$ cat src/exec_defines.svh
// Width and trap cause macros shared by the execute stage packages and RTL
// Include in any file that sizes a data word or builds a trap cause
`ifndef EXEC_DEFINES_SVH
`define EXEC_DEFINES_SVH

// Widths --------------------
`define EXEC_XLEN          32  // Data word width
`define EXEC_REG_ADDR_W    5   // Register address width, also the cause width
`define EXEC_SHAMT_W       5   // Shift amount taken from the low bits of rhs

// Trap causes ---------------
// These ride in the s3 destination field when s3_trap is set
`define EXEC_CAUSE_IALIGN  0   // Jump target not word aligned
`define EXEC_CAUSE_EBREAK  3   // Breakpoint
`define EXEC_CAUSE_ECALL   11  // Environment call from M mode

`endif

$ cat src/exec_op_pkg.sv
// Operation encodings that decode hands to the execute stage
// Import by wildcard wherever an ALU, CFU or writeback select field is carried
`include "exec_defines.svh"

package exec_op_pkg;

    // ALU --------------------
    typedef enum logic [3:0] {
        ALU_NONE = 4'd0,   // Result forced to zero
        ALU_ADD  = 4'd1,
        ALU_SUB  = 4'd2,
        ALU_AND  = 4'd3,
        ALU_OR   = 4'd4,
        ALU_XOR  = 4'd5,
        ALU_SLL  = 4'd6,   // Shifts use rhs low bits only
        ALU_SRL  = 4'd7,
        ALU_SRA  = 4'd8,
        ALU_SLT  = 4'd9,   // Signed compare
        ALU_SLTU = 4'd10   // Unsigned compare
    } alu_op_t;

    // Control flow -----------
    typedef enum logic [3:0] {
        CFU_NONE   = 4'd0,
        CFU_BEQ    = 4'd1,
        CFU_BNE    = 4'd2,
        CFU_BLT    = 4'd3,
        CFU_BGE    = 4'd4,
        CFU_BLTU   = 4'd5,
        CFU_BGEU   = 4'd6,
        CFU_JAL    = 4'd7,
        CFU_JALR   = 4'd8,
        CFU_MRET   = 4'd9,   // Return to mepc
        CFU_ECALL  = 4'd10,
        CFU_EBREAK = 4'd11
    } cfu_op_t;

    typedef enum logic {
        WB_ALU = 1'b0,   // Write ALU result
        WB_NPC = 1'b1    // Write link address
    } wb_sel_t;

endpackage

$ cat src/exec_stage_pkg.sv
// Data types carried between decode, execute and writeback
// Import by wildcard in modules that move words, register addresses or causes
`include "exec_defines.svh"

package exec_stage_pkg;

    // Basic words ------------
    typedef logic [`EXEC_XLEN-1:0]       word_t;       // One data word
    typedef logic [`EXEC_REG_ADDR_W-1:0] reg_addr_t;   // Register file index
    typedef logic [`EXEC_REG_ADDR_W-1:0] trap_cause_t; // Same width as rd

    // Destination field ------
    // Writeback reads this as rd for a normal instruction. When s3_trap is
    // set the same bits hold the cause code for the trap handler.
    typedef union packed {
        reg_addr_t   rd;      // Valid while s3_trap is low
        trap_cause_t cause;   // Valid while s3_trap is high
    } s3_dest_u;

endpackage

$ cat src/exec_alu.sv
// Combinational ALU for the execute stage
// Also exposes the raw sum and compare flags for branch resolution
`timescale 1ns/1ps
`include "exec_defines.svh"

module exec_alu
    import exec_op_pkg::*;
    import exec_stage_pkg::*;
(
    input  word_t   lhs,       // Left operand
    input  word_t   rhs,       // Right operand
    input  alu_op_t op,        // Operation select
    output word_t   result,    // Selected result
    output word_t   add_out,   // lhs + rhs, always valid
    output logic    cmp_eq,    // lhs == rhs
    output logic    cmp_lt,    // lhs <  rhs signed
    output logic    cmp_ltu    // lhs <  rhs unsigned
);

    // Shared datapath --------
    logic [`EXEC_SHAMT_W-1:0] shamt;     // Shift distance
    word_t                    sum;       // Adder
    word_t                    diff;      // Subtractor
    word_t                    sra_out;   // Arithmetic right shift

    assign sum     = lhs + rhs;
    assign diff    = lhs - rhs;
    assign shamt   = rhs[`EXEC_SHAMT_W-1:0];
    assign sra_out = word_t'($signed(lhs) >>> shamt);

    assign add_out = sum;
    assign cmp_eq  = (lhs == rhs);
    assign cmp_lt  = ($signed(lhs) < $signed(rhs));
    assign cmp_ltu = (lhs < rhs);

    // Result select ----------
    always_comb begin
        case (op)
            ALU_ADD:  result = sum;
            ALU_SUB:  result = diff;
            ALU_AND:  result = lhs & rhs;
            ALU_OR:   result = lhs | rhs;
            ALU_XOR:  result = lhs ^ rhs;
            ALU_SLL:  result = lhs << shamt;
            ALU_SRL:  result = lhs >> shamt;
            ALU_SRA:  result = sra_out;
            ALU_SLT:  result = {{(`EXEC_XLEN-1){1'b0}}, cmp_lt};    // Zero extend flag
            ALU_SLTU: result = {{(`EXEC_XLEN-1){1'b0}}, cmp_ltu};
            default:  result = '0;                                  // ALU_NONE
        endcase
    end

endmodule

$ cat src/exec_cfu.sv
// Control flow unit: resolves branches and jumps, requests the redirect
// from fetch over cf_valid/cf_ack and flags ecall, ebreak and misaligned
// targets. Holds the request until acked, then waits for s2 to advance.
`timescale 1ns/1ps
`include "exec_defines.svh"

module exec_cfu
    import exec_op_pkg::*;
    import exec_stage_pkg::*;
(
    input  logic        g_clk,        // Clock
    input  logic        g_resetn,     // Sync reset, active low
    input  logic        s2_valid,     // Instruction present in s2
    input  logic        s2_accept,    // s2 instruction moves on this edge
    input  logic        s2_trap,      // Decode already raised a trap
    input  cfu_op_t     op,           // Control flow operation
    input  word_t       pc,           // Instruction address
    input  word_t       rs1,          // Base for jalr
    input  word_t       imm,          // Offset
    input  word_t       csr_mepc,     // Return address for mret
    input  logic        cmp_eq,       // ALU compare flags
    input  logic        cmp_lt,
    input  logic        cmp_ltu,
    input  logic        cf_ack,       // Fetch took the redirect
    output logic        cf_valid,     // Redirect request
    output word_t       cf_target,    // Redirect address
    output logic        finished,     // Nothing left to wait for
    output logic        trap_raise,   // Trap from this unit
    output trap_cause_t trap_cause    // Its cause
);

    logic  cf_done;     // Request already acked for this instruction
    logic  taken;       // Branch condition true or unconditional jump
    logic  cf_needed;   // Fetch must be redirected
    logic  align_err;   // Target bit 1 set
    word_t jalr_sum;
    word_t target;

    assign jalr_sum = rs1 + imm;

    // Resolution -------------
    always_comb begin
        taken  = 1'b0;
        target = pc + imm;                             // Branches and jal
        case (op)
            CFU_BEQ:  taken = cmp_eq;
            CFU_BNE:  taken = !cmp_eq;
            CFU_BLT:  taken = cmp_lt;
            CFU_BGE:  taken = !cmp_lt;
            CFU_BLTU: taken = cmp_ltu;
            CFU_BGEU: taken = !cmp_ltu;
            CFU_JAL:  taken = 1'b1;
            CFU_JALR: begin
                taken  = 1'b1;
                target = {jalr_sum[`EXEC_XLEN-1:1], 1'b0};   // Clear bit 0
            end
            CFU_MRET: begin
                taken  = 1'b1;
                target = csr_mepc;
            end
            default:  taken = 1'b0;                    // ecall, ebreak, none
        endcase
    end

    assign align_err = taken && target[1];
    assign cf_needed = taken && !s2_trap && !align_err;

    // Fetch request ----------
    assign cf_valid  = s2_valid && cf_needed && !cf_done;
    assign cf_target = target;
    assign finished  = !cf_needed || cf_done || cf_ack;

    // Traps ------------------
    assign trap_raise = (op == CFU_ECALL) || (op == CFU_EBREAK) || align_err;

    always_comb begin
        if (op == CFU_ECALL) begin
            trap_cause = trap_cause_t'(`EXEC_CAUSE_ECALL);
        end else if (op == CFU_EBREAK) begin
            trap_cause = trap_cause_t'(`EXEC_CAUSE_EBREAK);
        end else begin
            trap_cause = trap_cause_t'(`EXEC_CAUSE_IALIGN);  // Only other source
        end
    end

    // Remember the ack while writeback stalls the instruction in s2
    always_ff @(posedge g_clk) begin
        if (!g_resetn) begin
            cf_done <= 1'b0;
        end else if (s2_accept) begin
            cf_done <= 1'b0;                           // Next instruction starts fresh
        end else if (cf_valid && cf_ack) begin
            cf_done <= 1'b1;
        end
    end

endmodule

$ cat src/exec_wb_reg.sv
// Execute to writeback stage register
// Joins the s2/s3 handshakes, picks the writeback data and packs rd or the
// trap cause into the shared destination field
`timescale 1ns/1ps

module exec_wb_reg
    import exec_op_pkg::*;
    import exec_stage_pkg::*;
(
    input  logic        g_clk,            // Clock
    input  logic        g_resetn,         // Sync reset, active low
    input  logic        s2_valid,         // Decode has an instruction
    input  logic        s2_flush,         // Drop what would enter s3
    input  logic        s3_ready,         // Writeback can take one
    input  logic        cfu_finished,     // CFU not holding the instruction
    input  word_t       pc,
    input  word_t       npc,              // Link address
    input  word_t       alu_result,
    input  wb_sel_t     wb_sel,           // Writeback data source
    input  logic        wb_en,            // Instruction writes rd
    input  reg_addr_t   rd,
    input  cfu_op_t     cfu_op,
    input  logic        s2_trap,          // Decode trap
    input  trap_cause_t s2_trap_cause,
    input  logic        cfu_trap,         // CFU trap
    input  trap_cause_t cfu_trap_cause,
    output logic        s2_ready,         // Execute takes the instruction
    output logic        s3_valid,         // Offered to writeback
    output logic        s3_full,          // s3 holds an instruction
    output word_t       s3_pc,
    output word_t       s3_wdata,
    output s3_dest_u    s3_dest,          // rd, or cause when trapping
    output cfu_op_t     s3_cfu_op,
    output logic        s3_wen,
    output logic        s3_trap
);

    logic     s3_load;   // Payload capture enable
    logic     n_trap;
    word_t    n_wdata;
    s3_dest_u n_dest;

    // Handshake --------------
    assign s3_valid = s2_valid && cfu_finished;
    assign s2_ready = s3_ready && cfu_finished;
    assign s3_load  = s3_valid && s3_ready && !s2_flush;

    assign n_trap   = s2_trap || cfu_trap;
    assign n_wdata  = (wb_sel == WB_NPC) ? npc : alu_result;

    always_comb begin
        n_dest.rd = rd;
        if (s2_trap) begin
            n_dest.cause = s2_trap_cause;      // Decode fault wins
        end else if (cfu_trap) begin
            n_dest.cause = cfu_trap_cause;
        end
    end

    // Control ----------------
    always_ff @(posedge g_clk) begin
        if (!g_resetn || s2_flush) begin
            s3_full <= 1'b0;
            s3_trap <= 1'b0;
        end else if (s3_ready) begin           // Old entry retires
            s3_full <= s3_valid;
            s3_trap <= s3_valid && n_trap;
        end
    end

    // Payload ----------------
    always_ff @(posedge g_clk) begin
        if (s3_load) begin
            s3_pc     <= pc;
            s3_wdata  <= n_wdata;
            s3_dest   <= n_dest;
            s3_cfu_op <= cfu_op;
            s3_wen    <= wb_en && !n_trap;     // Trapping instr never writes
        end
    end

endmodule

$ cat src/exec_stage.sv
// Execute stage top: ALU, control flow unit and the s3 stage register
// Decode drives the s2 side, fetch answers cf requests, writeback drains s3
`timescale 1ns/1ps

module exec_stage
    import exec_op_pkg::*;
    import exec_stage_pkg::*;
(
    input  logic        g_clk,           // Clock
    input  logic        g_resetn,        // Sync reset, active low
    input  logic        s2_valid,        // Decode to execute
    output logic        s2_ready,
    input  logic        s2_flush,        // Kill the instruction entering s3
    input  logic        s2_trap,         // Decode raised a trap
    input  trap_cause_t s2_trap_cause,
    input  word_t       s2_pc,
    input  word_t       s2_npc,
    input  word_t       s2_rs1_data,     // jalr base
    input  word_t       s2_alu_lhs,
    input  word_t       s2_alu_rhs,
    input  word_t       s2_imm,
    input  reg_addr_t   s2_rd,
    input  alu_op_t     s2_alu_op,
    input  cfu_op_t     s2_cfu_op,
    input  wb_sel_t     s2_wb_sel,
    input  logic        s2_wb_en,
    input  word_t       csr_mepc,        // mret target
    output logic        cf_valid,        // Redirect to fetch
    input  logic        cf_ack,
    output word_t       cf_target,
    output logic        s3_valid,        // Execute to writeback
    input  logic        s3_ready,
    output logic        s3_full,
    output word_t       s3_pc,
    output word_t       s3_wdata,
    output s3_dest_u    s3_dest,
    output cfu_op_t     s3_cfu_op,
    output logic        s3_wen,
    output logic        s3_trap
);

    // Internal wires ---------
    word_t       alu_result;
    logic        alu_cmp_eq;
    logic        alu_cmp_lt;
    logic        alu_cmp_ltu;
    logic        cfu_finished;
    logic        cfu_trap_raise;
    trap_cause_t cfu_trap_cause;
    logic        s2_accept;          // s2 instruction leaves this edge

    assign s2_accept = s2_valid && s2_ready;

    exec_alu i_alu (
        .lhs     (s2_alu_lhs),
        .rhs     (s2_alu_rhs),
        .op      (s2_alu_op),
        .result  (alu_result),
        .add_out (),                 // Targets use the CFU adders
        .cmp_eq  (alu_cmp_eq),
        .cmp_lt  (alu_cmp_lt),
        .cmp_ltu (alu_cmp_ltu)
    );

    exec_cfu i_cfu (
        .g_clk, .g_resetn, .s2_valid, .s2_accept, .s2_trap,
        .op         (s2_cfu_op),
        .pc         (s2_pc),
        .rs1        (s2_rs1_data),
        .imm        (s2_imm),
        .csr_mepc,
        .cmp_eq     (alu_cmp_eq),
        .cmp_lt     (alu_cmp_lt),
        .cmp_ltu    (alu_cmp_ltu),
        .cf_ack, .cf_valid, .cf_target,
        .finished   (cfu_finished),
        .trap_raise (cfu_trap_raise),
        .trap_cause (cfu_trap_cause)
    );

    exec_wb_reg i_wb_reg (
        .g_clk, .g_resetn, .s2_valid, .s2_flush, .s3_ready,
        .cfu_finished,
        .pc             (s2_pc),
        .npc            (s2_npc),
        .alu_result,
        .wb_sel         (s2_wb_sel),
        .wb_en          (s2_wb_en),
        .rd             (s2_rd),
        .cfu_op         (s2_cfu_op),
        .s2_trap, .s2_trap_cause,
        .cfu_trap       (cfu_trap_raise),
        .cfu_trap_cause,
        .s2_ready, .s3_valid, .s3_full, .s3_pc, .s3_wdata,
        .s3_dest, .s3_cfu_op, .s3_wen, .s3_trap
    );

endmodule

$ cat config.mk
export PLATFORM = sky130hd
export DESIGN_NAME = exec_stage
export DESIGN_NICKNAME = d
export VERILOG_FILES = /design/src/exec_op_pkg.sv /design/src/exec_stage_pkg.sv /design/src/exec_alu.sv /design/src/exec_cfu.sv /design/src/exec_wb_reg.sv /design/src/exec_stage.sv
export VERILOG_INCLUDE_DIRS = /design/src /design/src/src
export SDC_FILE = /design/constraint.sdc
export NUM_CORES = 1
export LEC_CHECK = 0
export BUFFER_PORTS_ARGS = -buffer_cell sky130_fd_sc_hd__buf_4
export CAP_MARGIN = 20
export CORE_MARGIN = 5
export CORE_UTILIZATION = 26
export CTS_CLUSTER_SIZE = 28
export DETAILED_ROUTE_END_ITERATION = 7
export GPL_TIMING_DRIVEN = 0
export HOLD_SLACK_MARGIN = 0.02
export PLACE_DENSITY = 0.42
export RECOVER_POWER = 100
export SYNTH_ARGS = -nofsm -noshare
export SYNTH_HDL_FRONTEND = slang
export SYNTH_SLANG_ARGS = --single-unit
$ cat constraint.sdc
create_clock -name g_clk -period 18.6 [get_ports g_clk]
set_clock_uncertainty 0.15 [all_clocks]
set_input_delay 2.79 -clock g_clk [delete_from_list [all_inputs] [get_ports g_clk]]
set_output_delay 2.79 -clock g_clk [all_outputs]
set_load 0.01 [all_outputs]
==> results of run 1 <==
[area by class of cell]
cell class	instances	area, µm²	area share, %
Buffer	121	478	2.62
Sequential cell	77	2280	12.5
Tap cell	756	946	5.19
Clock inverter	5	36.3	0.199
Inverter	117	439	2.41
Timing Repair Buffer	364	2200	12.1
Clock buffer	11	243	1.33
Antenna cell	8	20.0	0.110
Multi-Input combinational cell	1641	11600	63.5
[layer usage]
| layer | vias to the layer above | share of wire (%) | GRT usage [%] |
|---|---|---|---|
| met5 | - | 0.025 | 0 |
| met3 | 150 | 6.3 | 4.54 |
| met2 | 785 | 46 | 45.2 |
| li1 | 8137 | - | - |
| met4 | 4 | 3.8 | 8.70 |
| met1 | 8977 | 44 | 36.4 |
[cell families (layout without fill, tap and decap cells)]
| logic type | after synthesis | after routing | share of synthesized area, % |
|---|---|---|---|
| multiplexers | 106 | 106 | 9.74 |
| flip-flops | 77 | 77 | 15.4 |
| AO/OA/AOI/OAI | 730 | 730 | 32.8 |
| adder cells (fa/ha/maj) | 162 | 162 | 13.9 |
| XOR/XNOR | 61 | 61 | 3.61 |
| other | 0 | 8 | 0 |
| AND/OR/NAND/NOR | 582 | 582 | 18.3 |
| buffers and inverters | 238 | 618 | 6.19 |
[cell usage after synthesis (12+ instances only)]
library cell	instances
a2111oi_0	14
a211oi_1	38
a21o_1	39
a21oi_1	192
a221o_1	23
a221oi_1	26
a22oi_1	12
a31oi_1	19
and2_1	12
and3_1	14
buf_1	18
clkbuf_1	90
edfxtp_1	74
ha_1	158
inv_1	108
mux2i_1	71
mux4_2	30
nand2_1	160
nand2b_1	29
nand3_1	23
nand4_1	13
nor2_1	206
nor2b_1	15
nor3_1	40
nor4_1	12
o211ai_1	29
o21a_1	17
o21ai_0	137
o21ai_1	28
o21bai_1	18
o221ai_1	17
o31ai_1	22
or3_1	20
xnor2_1	38
xor2_1	23
[how the worst min path moves through the flow]
stage,start,endpoint,cells past startpoint
2_1_floorplan,i_cfu.cf_done,i_cfu.cf_done,2
3_3_place_gp,i_cfu.cf_done,i_cfu.cf_done,2
3_5_place_dp,i_cfu.cf_done,i_cfu.cf_done,2
4_1_cts,i_cfu.cf_done,i_cfu.cf_done,2
5_1_grt,i_cfu.cf_done,i_cfu.cf_done,2
6_report,i_cfu.cf_done,i_cfu.cf_done,2
[worst register-to-register path, delay by kind of cell (launching register included)]
family	cells	cell delay, ps
buf+inv	1	1360
compound gates	1	190
simple gates	2	1590
flops	1	330
[sequential cells by signal, summed over array words and instances, names as in the netlist]
| signal | count |
|---|---|
| i_cfu.cf_done | 1 |
| i_wb_reg.s3_cfu_op | 4 |
| i_wb_reg.s3_dest | 5 |
| i_wb_reg.s3_full | 1 |
| i_wb_reg.s3_pc | 32 |
| i_wb_reg.s3_trap | 1 |
| i_wb_reg.s3_wdata | 32 |
| i_wb_reg.s3_wen | 1 |
[power groups by stage]
stage | Clock, mW | Sequential (mW) | Combinational, mW
global placement | 0 | 0.205 | 0.541
global route | 0.198 | 0.201 | 0.569
detailed placement | 0 | 0.204 | 0.540
CTS | 0.192 | 0.200 | 0.543
finish | 0.183 | 0.200 | 0.532
floorplan | 0 | 0.207 | 0.304
[stage by stage]
step           instance area [µm²]  cells  power, mW
2_1_floorplan                14800   1956      0.511
3_3_place_gp                 18400   3070      0.746
3_5_place_dp                 18500   3075      0.744
4_1_cts                      18800   3091      0.935
5_1_grt                      18200   3096      0.968
6_report                     18200   3100      0.916
==> impl_metrics.json, run 1 <==
{
  "status": "finished, violations left",
  "violations": "capacitance limit, slew limit",
  "final_cell_mix": "clkbuf_1, buf_4, nor2_1",
  "crit_chain": "clkbuf_1, clkinv_1, clkbuf_1, clkbuf_1, ha_1, nor4_1, nand4_1, nor3_1, a21oi_1, o32ai_1, nand2b_1, o211a_1, and2_0, or2_0, o21a_1, clkbuf_1",
  "worstPathArrival_ps": 7750,
  "ys_top_cells_by_area": "edfxtp_1, ha_1, a21oi_1",
  "dp_hpwl_um": 74000,
  "setup_viol": 0,
  "r2r-end": "i_wb_reg.s3_pc[9]",
  "fp.dieH_um": 249,
  "setup-tns-final_ps": 0,
  "fp-row-count": 87,
  "p_sw_share_pct": 47.0,
  "required_ps": 15660,
  "drtIter0Drc": 1776,
  "vias": 18053,
  "ys_warn_count": 0,
  "htree_levels": 3,
  "grt_pass1_vias": 18001,
  "drtAntennaViolNets": 0,
  "critPathLaunchType": "input port",
  "final.setup.worst_slack_ps": 7910,
  "ir_drop_mv": 0.0457,
  "slew_headroom_pct": -26.2,
  "dieWidth_um": 249,
  "p_sw_mw": 0.431,
  "startpoint": "s2_alu_rhs[2]",
  "min_period_ps": 10690,
  "ys_seq_area_share_pct": 15.4,
  "synthCells": 1956,
  "rrSetupSlack_ps": 14530,
  "hold_path.class": "reg -> reg",
  "cp.depth": 16,
  "fill_cells": 6394,
  "timing.final.crit_share_pct": 57.5,
  "p_comb_share_pct": 58.1,
  "r2r_cells": 4,
  "routabilityCongestion": 0.983,
  "antenna_found_initial": 11,
  "path_buf_inv": 5,
  "ys_types": 94,
  "p_int_mw": 0.485,
  "pwr-share-seq_pct": 21.9,
  "synthFlopType": "edfxtp_1",
  "cts_resized": 0,
  "critPathMostFrequentCell": "clkbuf_1",
  "numPortBuffers": 358,
  "core_area_mm2": 0.0564,
  "drive_gt1_share_pct": 13.5,
  "clock_latency_ps": 380,
  "max_freq_ghz": 0.0936,
  "grt_start_max_net_pins": 30,
  "final_common_cell": "clkbuf_1",
  "synth_area_leader_cell": "edfxtp_1",
  "holdWs_ps": 303,
  "hold_viol": 0,
  "vias_per_cell": 5.82,
  "critPathMaxFanout": 11,
  "io_pins": 362,
  "drc": 0,
  "crit_type": "in -> out",
  "cts_buffer_depth": 2,
  "clk_pin_slew_worst_paths_ps": 70,
  "drv_cap": 4,
  "overflow": 0,
  "grt_pass1_wl_um": 127000,
  "cpMaxStageDelayCell": "nor4_1",
  "r2r_start": "i_cfu.cf_done",
  "synth_edf_count": 74,
  "drt-total-wl_um": 89000,
  "synth_top_area_share_pct": 15.0,
  "cts_tree": "built",
  "crit_end": "s2_ready",
  "dieArea_mm2": 0.0618,
  "cts_inserted_buffers": 9,
  "wire_per_inst_um": 28.7,
  "start_util_pct": 26.3,
  "syn_to_final_growth_pct": 23.2,
  "first_pass_iters": 5,
  "max_slew.worst_pin.slew_ps": 1890,
  "ys_ff_latch": 77,
  "rsz0062_at_grt": "no",
  "p_leak_nw": 7.48,
  "crit_family": "simple AND/OR/NAND/NOR gates",
  "syn_nets": 2369,
  "fin_util_pct": 32.3,
  "powerDensity_mw_per_mm2": 50.2,
  "crit_path_end_kind": "output port",
  "num-nets-final": 2744,
  "synth_area_mm2": 0.0148,
  "cts_root_buffer": "clkbuf_16",
  "clock_power_share_pct": 20.0,
  "globalRouteTotalUtil_pct": 27.3,
  "async_reset_ff_share_pct": 0,
  "synth.avg_cell_area_um2": 7.57,
  "pre_cts_ws_ps": 8330,
  "cts_hold_buf": 0,
  "slowest_delay_ps": 630,
  "cts.sinks": 77,
  "cts_setup_buffers": 0,
  "maxSlewViolCount": 83
}
Note: power is estimated with default switching activity, not from simulation.
==> run 2: changes to the inputs <==
- clock period: 18.6 -> 10.8 ns (I/O delays scaled with it)
==> run 2 against run 1 <==
  * The run still ends with capacitance limit, slew limit left
  * Sequential share of layout area about the same
  * Die area unchanged
  * Cell count about the same
  * Largest cell class unchanged
==> impl_metrics.json, run 2 (synthesized netlist as in run 1, its figures left out) <==
{
  "final_cells": 3102,
  "hold_viol": 0,
  "max_freq_ghz": 0.120,
  "r2r_start": "i_cfu.cf_done",
  "max_slew.worst_pin.slew_ps": 2120,
  "timing.final.crit_share_pct": 77.0,
  "power_mw": 1.58,
  "htree_levels": 3,
  "wire_per_inst_um": 28.6,
  "hold_path.class": "reg -> reg",
  "cts.sinks": 77,
  "cts_buffer_depth": 2,
  "fp-row-count": 87,
  "p_leak_nw": 7.49,
  "grt_pass1_vias": 18001,
  "r2r_cells": 4,
  "pre_cts_ws_ps": 2870,
  "route.met3.wl_um": 6010,
  "holdWs_ps": 303,
  "dieWidth_um": 249,
  "rrSetupSlack_ps": 7710,
  "clock_latency_ps": 380,
  "crit_path_end_kind": "output port",
  "dp_hpwl_um": 74000,
  "violations": "capacitance limit, slew limit",
  "maxSlewViolCount": 25,
  "drtAntennaViolNets": 0,
  "final_cell_mix": "clkbuf_1, buf_4, nor2_1",
  "m1WireLength_um": 38500,
  "r2r-end": "i_wb_reg.s3_pc[9]",
  "whs_path_depth": 2,
  "first_pass_iters": 6,
  "num-nets-final": 2744,
  "cts_resized": 0,
  "fp.dieH_um": 249,
  "drt-total-wl_um": 88900,
  "drive_gt1_share_pct": 13.6,
  "min_to": "i_cfu.cf_done",
  "dp_cells": 3075,
  "drv_cap": 2,
  "worstPathArrival_ps": 6540,
  "start_util_pct": 26.3,
  "min_period_ps": 8310,
  "cts_hold_buf": 0,
  "dr.max_layer_used": "met5",
  "fill_cells": 6387,
  "powerDensity_mw_per_mm2": 86.3,
  "min-delay-start": "i_cfu.cf_done",
  "critPathMaxFanout": 11,
  "crit_type": "in -> out",
  "io_pins": 362,
  "globalRouteTotalUtil_pct": 27.3,
  "dr_wl_met2_um": 41100,
  "dieArea_mm2": 0.0618,
  "required_ps": 9030,
  "critPathLaunchType": "input port",
  "numPortBuffers": 358,
  "status": "finished, violations left",
  "setup_viol": 0,
  "slew_headroom_pct": -41.9,
  "ir_drop_mv": 0.0786,
  "syn_to_final_growth_pct": 23.4,
  "overflow": 0,
  "rsz0062_at_grt": "no",
  "final.setup.worst_slack_ps": 2490,
  "largestRegisters": "i_wb_reg.s3_pc (32), i_wb_reg.s3_wdata (32), i_wb_reg.s3_dest (5)",
  "routabilityCongestion": 0.983,
  "clk_pin_slew_worst_paths_ps": 70,
  "vias": 18081,
  "final_common_cell": "clkbuf_1",
  "grt_start_max_net_pins": 30,
  "vias_per_cell": 5.83,
  "drtIter0Drc": 1743,
  "cts_tree": "built",
  "cts_root_buffer": "clkbuf_16",
  "antenna_found_initial": 11,
  "core_area_mm2": 0.0564,
  "cts_setup_buffers": 0,
  "grt_pass1_wl_um": 127000,
  "cts_inserted_buffers": 9,
  "drc": 0
}
[run 2: cell count changes in the layout (fill, tap and decap cells not counted), sizes merged]
| cell | change |
|---|---|
| diode | +2 |
| clkbuf | -2 |
| buf | +2 |
[run 2: power by group]
part | switching [mW] | leakage, nW | internal, mW
Clock | 0.152 | 0.128 | 0.163
Sequential | 0.00282 | 0.704 | 0.342
Combinational | 0.586 | 6.66 | 0.332
Total | 0.741 | 7.49 | 0.836
[run 2: worst max path at each step]
stage / endpoint / startpoint
after floorplan: i_wb_reg.s3_cfu_op[0] / s2_alu_rhs[1]
after detailed placement: s3_valid / s2_alu_rhs[1]
after global placement: i_wb_reg.s3_wdata[2] / s2_alu_rhs[2]
final: s2_ready / s2_alu_rhs[2]
after CTS: s3_valid / s2_alu_rhs[2]
after global routing: i_wb_reg.s3_pc[9] / s2_alu_rhs[2]
[run 2: area by class of cell]
| cell class | count | area, µm² | area share [%] |
|---|---|---|---|
| well taps | 756 | 946 | 5.18 |
| clock inverters | 5 | 36.3 | 0.199 |
| clock buffers | 11 | 243 | 1.33 |
| flip-flops and latches | 77 | 2280 | 12.5 |
| inverters | 117 | 439 | 2.40 |
| plain buffers | 121 | 478 | 2.62 |
| repair buffers | 364 | 2240 | 12.2 |
| multi-input cells | 1641 | 11600 | 63.4 |
| diodes | 10 | 25.0 | 0.137 |
[run 2: routing by layer]
layer,track usage (%),vias up
met5,0,-
met2,45.2,811
met4,8.70,4
met1,36.4,8977
li1,-,8138
met3,4.54,151
[run 2: critical path, stage by stage]
cell and delay [ps]:
clkbuf_1 470, clkinv_1 430, clkbuf_1 380, clkbuf_1 440
ha_1 500, nor4_1 610, nand4_1 400, nor3_1 410
a21oi_1 120, o32ai_1 140, nand2b_1 90, o211a_1 120
and2_0 190, or2_0 270, o21a_1 190, clkbuf_1 130
[run 2: metrics by stage]
step	util (%)	setup TNS, ps	instance area (µm²)
2_1_floorplan	-	0	14800
3_3_place_gp	32.7	-54270	18400
3_5_place_dp	32.8	0	18500
4_1_cts	33.3	0	18800
5_1_grt	32.4	0	18300
6_report	32.4	0	18300
==> run 3: changes to the inputs <==
- PLACE_DENSITY: 0.42 -> 0.43
- clock period: 10.8 -> 7.23 ns (I/O delays scaled with it)
==> run 3 against run 2 <==
  * The run ends with capacitance limit left
  * Register-to-register slack got worse by 3100 ps
  * Global-route usage fell by 0.25 points
  * Worst hold slack got worse by 2.1 ps
  * Total power rose by 49%
  * Critical path type unchanged
  * Largest cell class unchanged
==> impl_metrics.json, run 3 (synthesized netlist as in run 1, its figures left out) <==
{
  "status": "finished, violations left",
  "violations": "capacitance limit",
  "critPathMaxFanout": 12,
  "timing.final.crit_share_pct": 96.8,
  "clk_pin_slew_worst_paths_ps": 60,
  "final_cell_mix": "clkbuf_1, buf_4, nor2_1",
  "dp_hpwl_um": 74000,
  "clock_latency_ps": 380,
  "max_slew.worst_pin.slew_ps": 1430,
  "drv_cap": 1,
  "dpl-instance-area_mm2": 0.0185,
  "setup_viol": 0,
  "final_common_cell": "clkbuf_1",
  "route.met3.wl_um": 6480,
  "vias_per_cell": 5.84,
  "max_freq_ghz": 0.143,
  "dp_cells": 3075,
  "num-nets-final": 2743,
  "dr_wl_met2_um": 41600,
  "core_area_mm2": 0.0564,
  "grt_start_max_net_pins": 31,
  "cts_tree": "built",
  "start_util_pct": 26.3,
  "grt_pass1_wl_um": 126000,
  "dieWidth_um": 249,
  "syn_to_final_growth_pct": 23.3,
  "hold_viol": 0,
  "grt_pass1_vias": 17887,
  "min_period_ps": 7000,
  "routabilityCongestion": 0.998,
  "fp-row-count": 87,
  "slew_headroom_pct": 2.21,
  "drive_gt1_share_pct": 13.4,
  "final_cells": 3099,
  "numPortBuffers": 358,
  "cts_hold_buf": 0,
  "worstPathArrival_ps": 5760,
  "rsz0062_at_grt": "no",
  "fin_area_mm2": 0.0183,
  "antenna_found_initial": 10,
  "vias": 18102,
  "first_pass_iters": 5,
  "largestRegisters": "i_wb_reg.s3_pc (32), i_wb_reg.s3_wdata (32), i_wb_reg.s3_dest (5)",
  "drtAntennaViolNets": 0,
  "drt-total-wl_um": 88600,
  "cts_root_buffer": "clkbuf_16",
  "htree_levels": 3,
  "globalRouteTotalUtil_pct": 27.0,
  "crit_path_end_kind": "output port",
  "dieArea_mm2": 0.0618,
  "drc": 0,
  "cts_buffer_depth": 2,
  "ir_drop_mv": 0.139,
  "critPathLaunchType": "input port",
  "cts.sinks": 77,
  "m1WireLength_um": 37800,
  "dr.max_layer_used": "met5",
  "overflow": 0,
  "io_pins": 362,
  "powerDensity_mw_per_mm2": 129,
  "p_leak_nw": 7.48,
  "cts_setup_buffers": 0,
  "cts_inserted_buffers": 9,
  "required_ps": 6000,
  "power_mw": 2.35,
  "fin_util_pct": 32.4,
  "crit_type": "in -> out",
  "cts_resized": 0,
  "maxSlewViolCount": 0,
  "hold_path.class": "reg -> reg",
  "fp.dieH_um": 249,
  "holdWs_ps": 301,
  "drtIter0Drc": 2060,
  "wire_per_inst_um": 28.6
}
-- run 3: where the power goes --
part           internal, mW  total [mW]  leakage (nW)  switching, mW
logic                 0.496        1.37          6.64          0.878
registers             0.510       0.514         0.704        0.00393
clock network         0.242       0.463         0.132          0.220
-- run 3: final timing paths --
kind	startpoint	end	slack, ps	cells past startpoint
max	s2_alu_rhs[1]	s2_ready	230	16
min	i_cfu.cf_done	i_cfu.cf_done	300	2
max reg2reg	i_cfu.cf_done	i_wb_reg.s3_pc[10]	4640	5
min reg2reg	i_cfu.cf_done	i_cfu.cf_done	300	2
-- run 3: cell type report --
type                    instances  area (µm²)
plain buffers                 121         477
repair buffers                363        2220
well taps                     756         946
inverters                     117         439
fillers                      6311       38100
diodes                          8        20.0
clock inverters                 5        37.5
flip-flops and latches         77        2280
clock buffers                  11         243
multi-input cells            1641       11600
-- run 3: routing by layer --
metal  GRT usage (%)  up-vias
met5               0        -
met4            8.54        2
met3            4.57      133
met2            44.9      849
met1            36.0     8987
li1                -     8131
-- run 3: stage by stage --
stage | setup slack, ps | setup TNS (ps)
after floorplan | 677 | 0
after global placement | -1820 | -132510
after detailed placement | 299 | 0
after CTS | 282 | 0
after global routing | 52.2 | 0
final | 233 | 0
-- run 3: critical path, stage by stage --
cell and delay [ps]:
buf_4 170, clkinv_1 140, clkbuf_1 610, clkbuf_1 720
ha_1 420, nor4_1 620, nand4_1 390, nor3_1 320
a21oi_1 110, o32ai_1 190, nand2b_1 90, o211a_1 130
and2_4 170, or2_0 260, o21a_1 180, buf_4 140
